File: config.mk
export PLATFORM = sky130hd
export DESIGN_NAME = bringup_top
export DESIGN_NICKNAME = d
export VERILOG_FILES = /design/src/source/bringup_pkg.sv /design/src/source/bringup_top.sv /design/src/source/line_scanner.sv /design/src/source/pin_activity_monitor.sv /design/src/source/pulse_gen.sv /design/src/source/uart_tx.sv
export SDC_FILE = /design/constraint.sdc
export NUM_CORES = 1
export LEC_CHECK = 0
export ABC_AREA = 1
export BUFFER_PORTS_ARGS = -buffer_cell sky130_fd_sc_hd__buf_2
export CAP_MARGIN = 25
export CORE_UTILIZATION = 46
export CTS_BUF_LIST = sky130_fd_sc_hd__clkbuf_8
export CTS_CLUSTER_SIZE = 8
export DETAILED_ROUTE_END_ITERATION = 12
export GPL_TIMING_DRIVEN = 0
export PLACE_DENSITY = 0.68
export SLEW_MARGIN = 40
export SYNTH_ARGS = -nofsm -noshare
export SYNTH_HDL_FRONTEND = slang
export SYNTH_SLANG_ARGS = --single-unit
File: constraint.sdc
create_clock -name clock -period 2.5 [get_ports clock]
set_clock_uncertainty 0.1 [all_clocks]
set_input_delay 0.25 -clock clock [delete_from_list [all_inputs] [get_ports clock]]
set_output_delay 0.25 -clock clock [all_outputs]
set_load 0.02 [all_outputs]
File: src/source/bringup_pkg.sv
// Character codes are plain ASCII and the decay width limits DECAY_MAX to 7
package bringup_pkg;

	// one serial character on the UART
	typedef logic [7:0] uart_byte_t;

	// per-pin countdown of recent activity
	typedef logic [2:0] decay_t;

	// reloaded on every synchronized pin edge
	localparam decay_t DECAY_MAX = 3'd7;

	// report characters
	localparam uart_byte_t CHAR_ACTIVE = 8'h23; // '#'
	localparam uart_byte_t CHAR_QUIET  = 8'h2E; // '.'
	localparam uart_byte_t CHAR_CR     = 8'h0D;
	localparam uart_byte_t CHAR_LF     = 8'h0A;

	// line scanner states
	typedef enum logic [1:0] {
		SCAN_IDLE = 2'd0, // waiting for a scan pulse
		SCAN_SEND = 2'd1, // load next character
		SCAN_WAIT = 2'd2, // write strobe cycle
		SCAN_HOLD = 2'd3  // wait for transmitter to finish
	} scan_state_t;

endpackage

File: src/source/bringup_top.sv
// Pins are sampled as asynchronous inputs and the divider parameters assume one clock domain
`timescale 1ns/1ps

module bringup_top #(
	parameter int NUM_PINS         = 16,
	parameter int CLOCKS_PER_BAUD  = 104,
	parameter int CLOCKS_PER_DECAY = 12000,
	parameter int CLOCKS_PER_SCAN  = 1200000
) (
	input  logic                clock,
	input  logic                arst_n_i,
	input  logic [NUM_PINS-1:0] pins_i,
	output logic                uart_tx_o
);

	logic                decay_pulse;
	logic                scan_pulse;
	logic [NUM_PINS-1:0] active;
	logic                tx_write;
	logic [7:0]          tx_data;
	logic                tx_busy;

	pulse_gen #(.PERIOD(CLOCKS_PER_DECAY)) i_decay_pulse ( // activity decay tick
		.clock    (clock),
		.arst_n_i (arst_n_i),
		.pulse_o  (decay_pulse)
	);

	pulse_gen #(.PERIOD(CLOCKS_PER_SCAN)) i_scan_pulse ( // report rate
		.clock    (clock),
		.arst_n_i (arst_n_i),
		.pulse_o  (scan_pulse)
	);

	pin_activity_monitor #(.NUM_PINS(NUM_PINS)) i_pin_activity_monitor (
		.clock    (clock),
		.arst_n_i (arst_n_i),
		.pins_i   (pins_i),
		.decay_i  (decay_pulse),
		.active_o (active)
	);

	line_scanner #(.NUM_PINS(NUM_PINS)) i_line_scanner (
		.clock    (clock),
		.arst_n_i (arst_n_i),
		.scan_i   (scan_pulse),
		.active_i (active),
		.write_o  (tx_write),
		.data_o   (tx_data),
		.busy_i   (tx_busy)
	);

	uart_tx #(.CLOCKS_PER_BAUD(CLOCKS_PER_BAUD)) i_uart_tx (
		.clock    (clock),
		.arst_n_i (arst_n_i),
		.write_i  (tx_write),
		.data_i   (tx_data),
		.busy_o   (tx_busy),
		.tx_o     (uart_tx_o)
	);

endmodule

File: src/source/line_scanner.sv
// One line per accepted scan pulse and pulses arriving while a line is in flight are dropped
`timescale 1ns/1ps

module line_scanner import bringup_pkg::*; #(
	parameter int NUM_PINS = 16
) (
	input  logic                clock,
	input  logic                arst_n_i,
	input  logic                scan_i,
	input  logic [NUM_PINS-1:0] active_i,
	output logic                write_o,
	output uart_byte_t          data_o,
	input  logic                busy_i
);

	localparam int NUM_CHARS = NUM_PINS + 2; // pins plus CR and LF
	localparam int IW = $clog2(NUM_CHARS);
	localparam logic [IW-1:0] IDX_CR = IW'(NUM_PINS);
	localparam logic [IW-1:0] IDX_LF = IW'(NUM_PINS + 1);

	scan_state_t         state_q;
	logic [IW-1:0]       idx_q;    // character position in the line
	logic [NUM_PINS-1:0] snap_q;   // frozen pin states, current pin in bit 0
	uart_byte_t          data_q;
	uart_byte_t          next_char;
	logic                start;
	logic                advance;

	assign start   = (state_q == SCAN_IDLE) && scan_i;
	assign advance = (state_q == SCAN_HOLD) && !busy_i;

	// character for the current position
	always_comb begin
		if (idx_q == IDX_LF)
			next_char = CHAR_LF;
		else if (idx_q == IDX_CR)
			next_char = CHAR_CR;
		else if (snap_q[0])
			next_char = CHAR_ACTIVE;
		else
			next_char = CHAR_QUIET;
	end

	always_ff @(posedge clock or negedge arst_n_i) begin
		if (!arst_n_i) begin
			state_q <= SCAN_IDLE;
			idx_q   <= '0;
		end else begin
			case (state_q)
				SCAN_IDLE: begin
					if (scan_i) begin
						idx_q   <= '0;
						state_q <= SCAN_SEND;
					end
				end
				SCAN_SEND: state_q <= SCAN_WAIT;
				SCAN_WAIT: state_q <= SCAN_HOLD; // busy not valid yet
				SCAN_HOLD: begin
					if (!busy_i) begin
						if (idx_q == IDX_LF) begin
							state_q <= SCAN_IDLE; // line complete
						end else begin
							idx_q   <= idx_q + 1'b1;
							state_q <= SCAN_SEND;
						end
					end
				end
				default: state_q <= SCAN_IDLE;
			endcase
		end
	end

	// The snapshot shifts one pin per character so the report keeps
	// pin-index order without a wide mux on the index.
	always_ff @(posedge clock) begin
		if (start)
			snap_q <= active_i;
		else if (advance)
			snap_q <= snap_q >> 1;
		if (state_q == SCAN_SEND)
			data_q <= next_char;
	end

	assign write_o = (state_q == SCAN_WAIT); // exactly one cycle per byte
	assign data_o  = data_q;

endmodule

File: src/source/pin_activity_monitor.sv
// Pins may be asynchronous and must hold each level for at least two clocks to be seen
`timescale 1ns/1ps

module pin_activity_monitor import bringup_pkg::*; #(
	parameter int NUM_PINS = 16
) (
	input  logic                clock,
	input  logic                arst_n_i,
	input  logic [NUM_PINS-1:0] pins_i,
	input  logic                decay_i,
	output logic [NUM_PINS-1:0] active_o
);

	for (genvar i = 0; i < NUM_PINS; i++) begin : g_pin
		logic   meta_q;   // first synchronizer stage
		logic   sync_q;   // second synchronizer stage
		logic   prev_q;   // last synchronized level
		logic   pin_edge;
		decay_t count_q;

		// two-flop synchronizer plus edge history
		always_ff @(posedge clock or negedge arst_n_i) begin
			if (!arst_n_i) begin
				meta_q <= 1'b0;
				sync_q <= 1'b0;
				prev_q <= 1'b0;
			end else begin
				meta_q <= pins_i[i];
				sync_q <= meta_q;
				prev_q <= sync_q;
			end
		end

		assign pin_edge = sync_q ^ prev_q; // either direction counts

		// An edge restarts the countdown even when a decay tick lands in the
		// same cycle, so a pin that keeps toggling never drops out.
		always_ff @(posedge clock or negedge arst_n_i) begin
			if (!arst_n_i) begin
				count_q <= '0;
			end else if (pin_edge) begin
				count_q <= DECAY_MAX;
			end else if (decay_i && (count_q != '0)) begin
				count_q <= count_q - 1'b1;
			end
		end

		assign active_o[i] = (count_q != '0);
	end

endmodule

File: src/source/pulse_gen.sv
// PERIOD must be at least 1 and the first pulse comes PERIOD clocks after reset release
`timescale 1ns/1ps

module pulse_gen #(
	parameter int PERIOD = 1000
) (
	input  logic clock,
	input  logic arst_n_i,
	output logic pulse_o
);

	localparam int CW = (PERIOD > 1) ? $clog2(PERIOD) : 1;
	localparam logic [CW-1:0] LOAD = CW'(PERIOD - 1);

	logic [CW-1:0] count_q;
	logic          pulse_q;

	always_ff @(posedge clock or negedge arst_n_i) begin
		if (!arst_n_i) begin
			count_q <= LOAD;
			pulse_q <= 1'b0;
		end else begin
			pulse_q <= (count_q == '0); // one cycle, on the wrap
			if (count_q == '0)
				count_q <= LOAD;
			else
				count_q <= count_q - 1'b1;
		end
	end

	assign pulse_o = pulse_q;

endmodule

File: src/source/uart_tx.sv
// 8N1 only and a write while busy_o is high is dropped, so callers must wait for busy_o low
`timescale 1ns/1ps

module uart_tx import bringup_pkg::*; #(
	parameter int CLOCKS_PER_BAUD = 104
) (
	input  logic       clock,
	input  logic       arst_n_i,
	input  logic       write_i,
	input  uart_byte_t data_i,
	output logic       busy_o,
	output logic       tx_o
);

	localparam int BW = (CLOCKS_PER_BAUD > 1) ? $clog2(CLOCKS_PER_BAUD) : 1;
	localparam logic [BW-1:0] BAUD_LOAD = BW'(CLOCKS_PER_BAUD - 1);

	logic [BW-1:0] baud_q;  // clocks left in the current bit
	logic [3:0]    bits_q;  // bits left in the frame
	logic [9:0]    shift_q; // stop, data, start with LSB on the line
	logic          baud_tick;

	assign baud_tick = (baud_q == '0);
	assign busy_o    = (bits_q != 4'd0);
	assign tx_o      = shift_q[0];

	always_ff @(posedge clock or negedge arst_n_i) begin
		if (!arst_n_i) begin
			baud_q  <= '0;
			bits_q  <= 4'd0;
			shift_q <= '1; // line idles high
		end else if (!busy_o) begin
			if (write_i) begin
				shift_q <= {1'b1, data_i, 1'b0};
				bits_q  <= 4'd10;
				baud_q  <= BAUD_LOAD;
			end
		end else if (baud_tick) begin
			// ones shift in behind the stop bit, so the line ends idle
			shift_q <= {1'b1, shift_q[9:1]};
			bits_q  <= bits_q - 1'b1;
			baud_q  <= BAUD_LOAD;
		end else begin
			baud_q <= baud_q - 1'b1;
		end
	end

endmodule

==> metrics.md <==
| Metric | Value |
|---|---|
| Status | finished, final reports clean |
| Layout area overhead | 11.76% |
| Cts bufs inserted | 17 |
| Fin Hold WS | 0.1512 ns |
| Cell Chain, Critical Path | inv_1, ha_1, nand3_4, o21ai_4 |
| Fill cells | 1,607 |
| Global-route wire length before repair | 23.83 mm |
| Fraction of registers with async set/reset | 88.40% |
| Peak VDD IR | 0.0004725 V |
| Clock tree from TritonCTS | yes |
| Synth Instances | 916 |
| Post-DRT Antenna Nets | 0 |
| Syn Std Cell Area | 0.008429 mm^2 |
| Seq/Total Area, Yosys | 55.48% |
| Min cycle time layout | 1.965 ns |
| Drt drc | 0 |
| Count leader, synth | nand2_1 |
| Routed length per instance | 11.15 um |
| Pwr/cell area | 534.3 mW/mm^2 |
| Met3 usage | 3.532% |
| Crit path required time | 2.50 ns |
| LEAKAGE | 4.890 nW |
| Max Root-Sink Buffers | 2 |
| Max Cap Viol | 0 |
| HP Class | in2async |
| Placeable Area | 0.01796 mm^2 |
| Setup Viol. Count Final | 0 |
| Synthesized area per cell | 9.202 um^2 |
| Max-slew headroom | 63.57% |
| Antenna diodes | 0 |
| Syn. warnings | 0 |
| CTS sink cnt | 181 |
| Via density | 4.685 |
| Post-DP HPWL | 9.416 mm |
| Met1 Track Usage GR | 21.20% |
| Row cnt | 49 |
| Critical Path Max Stage Delay | 0.50 ns |
| Gr usage total | 16.01% |
| CP startpoint kind | register |
| Worst setup EP type | register |
| Detailed Route Iter0 Violations | 351 |
| RSZ-0062 raised after global routing | no |
| Die W | 137.4 um |
| Clock slew at reported path FFs | 0.10 ns |
| Vias in the first global route | 5,491 |
| Clock Tree Root | clkbuf_8 |
| Post-route insts no fill | 1,214 |
| Placed insts | 1,165 |
| Grt met2 use | 26.07% |
| Postcts setup bufs | 0 |
| Multi-input gate area | 0.003192 mm^2 |
| Die area | 0.01887 mm^2 |
| Layout cells sized above 1 | 11.27% |
| Slowest-stage cell, CP | o21ai_4 |
| CP Class | reg2reg |
| Die Y | 137.4 um |
| Commonest cells post-synth | nand2_1, inv_1, dfrtp_1, nor2_1, nand3_1 |
| Distinct cell type count after synthesis | 38 |
| CP arrival | 1.97 ns |
| Syn nets | 980 |
| Gr ovfl total | 0 |
| Layout net count | 1,036 |
| Total number of vias | 5,688 |
| Worst-Skew Late Latency | 0.46 ns |
| Ranking of synthesized cells by area | dfrtp_1, dfstp_2, nand2_1, edfxtp_1, ha_1 |
| Post-synth EDFFs | 21 |
| Routability cong. | 0.8039 |
| Initial core utilization | 46.92% |
| Crit Path Max Fanout | 16 |
| IO buf count | 18 |
| Initial antenna violation count | 0 |
| Largest net degree at the start of global routing | 62 |
| Max Clk Rate | 508.9 MHz |
| Final WL | 13.54 mm |
| Predominant post-synthesis flop cell | dfrtp_1 |
| Global route hottest layer | met2 |
| Total iterations of the first detailed-routing run | 6 |
| Final Cycle Share | 78.60% |
| Synth area leader | dfrtp_1 |
| I/O pin count | 19 |
| Area share of the largest cell type after synthesis | 37.41% |
| FF/Latch Area | 0.004677 mm^2 |
| Final hold vios | 0 |
| Slew @ Worst Pin | 0.5443 ns |
| Final count of pins violating max slew | 0 |
| H-tree Lvls | 4 |
| Yosys reg bits | 181 |
## per-stage QoR
| step | TNS [ns] | setup slack (ns) | util [%] | area [um^2] | total power, W |
|---|---|---|---|---|---|
| global route | 0 | 0.3724 | 52.44 | 9420 | 0.005245 |
| detailed placement | 0 | 0.5274 | 49.45 | 8882 | 0.003206 |
| finish | 0 | 0.5349 | 52.44 | 9420 | 0.005033 |
| CTS | 0 | 0.4964 | 52.44 | 9420 | 0.005120 |
| global placement | -187.20 | -1.367 | 49.02 | 8806 | 0.003191 |
| floorplan | 0 | 0.3728 | - | 8429 | 0.003114 |
## power by group
| part | switching (W) | internal (W) |
|---|---|---|
| Sequential | 0.0000172 | 0.00301 |
| Combinational | 0.0000845 | 0.0000521 |
| Clock | 0.00114 | 0.000734 |
## final timing paths
check                           cells past startpoint                                           endpoint  slack (ns)                                              from
max in group asynchronous                           4                 i_scan_pulse.count_q[20]$_DFF_PN1_        1.19                                          arst_n_i
worst max-delay path                                4                i_line_scanner.snap_q[10]$_DFFE_PP_        0.53                   i_uart_tx.bits_q[0]$_DFFE_PN0P_
worst max register to register                      4                i_line_scanner.snap_q[10]$_DFFE_PP_        0.53                   i_uart_tx.bits_q[0]$_DFFE_PN0P_
worst min-delay path                                2  i_pin_activity_monitor.g_pin[10].prev_q$_DFF_PN0_        0.15                                          arst_n_i
min in group clock                                  0   i_pin_activity_monitor.g_pin[2].sync_q$_DFF_PN0_        0.25  i_pin_activity_monitor.g_pin[2].meta_q$_DFF_PN0_
worst min register to register                      0   i_pin_activity_monitor.g_pin[2].sync_q$_DFF_PN0_        0.25  i_pin_activity_monitor.g_pin[2].meta_q$_DFF_PN0_
## metal layers
layer | share of wire, % | vias up
met5 | 0 | -
met4 | 1.0 | 0
met3 | 2.6 | 12
met2 | 46 | 48
met1 | 51 | 2616
li1 | - | 3012
## worst max-delay path: cells and delay by family, from the launching register on
kind	cells	cell delay, ns
adders and majority gates	1	0.29
and+or+nand+nor	1	0.20
DFF	1	0.39
buffers and inverters	1	0.12
AOI/OAI and AO/OA	1	0.50
## cell families after synthesis
logic type               count (synthesis)  synth area share [%]
XOR/XNOR                                34                 3.533
buffers and inverters                  145                 6.783
AND/OR/NAND/NOR                        414                 21.02
adder cells (fa/ha/maj)                 46                 6.828
flip-flops                             181                 55.48
AO/OA/AOI/OAI                           96                 6.353
## flip-flops by register name, summed over array words and instances (netlist names), 7 cells and up
register                              cells
i_decay_pulse.count_q                    14
i_pin_activity_monitor.g_pin.count_q     48
i_scan_pulse.count_q                     21
i_line_scanner.snap_q                    16
i_pin_activity_monitor.g_pin.sync_q      16
i_uart_tx.shift_q                         9
i_pin_activity_monitor.g_pin.meta_q      16
i_pin_activity_monitor.g_pin.prev_q      16
i_uart_tx.baud_q                          7
## what timing repair did
item                       4_1_cts  5_1_grt
gates resized for setup          0        0
hold endpoints to repair       104        0
setup endpoints to repair        0        0
hold buffers                    17        0
## cell type report
| cell class | count | share of cell area, % |
|---|---|---|
| sequential | 181 | 49.65 |
| multi-input combinational | 590 | 33.88 |
| inverter | 135 | 5.379 |
| timing repair buffer | 37 | 3.453 |
| tap | 229 | 3.042 |
| clock buffer | 17 | 2.484 |
| clock inverter | 15 | 1.421 |
| buffer | 10 | 0.6907 |
## layout by cell type, fill, tap and decap left out, types with 3 or more instances in the layout
cell type,instances
nand2_1,204
inv_1,133
dfrtp_1,126
nor2_1,117
nand3_1,59
ha_1,46
o21ai_0,40
dfstp_2,34
xor2_1,33
a21oi_1,25
buf_2,21
edfxtp_1,21
clkbuf_8,17
dlygate4sd3_1,17
a31oi_1,15
nand4_1,9
o211ai_1,7
inv_8,5
nand3b_1,4
inv_6,4
clkbuf_1,3
nor2_4,3
buf_6,3
nor3_1,3
Power figures use the tool's default switching activity.
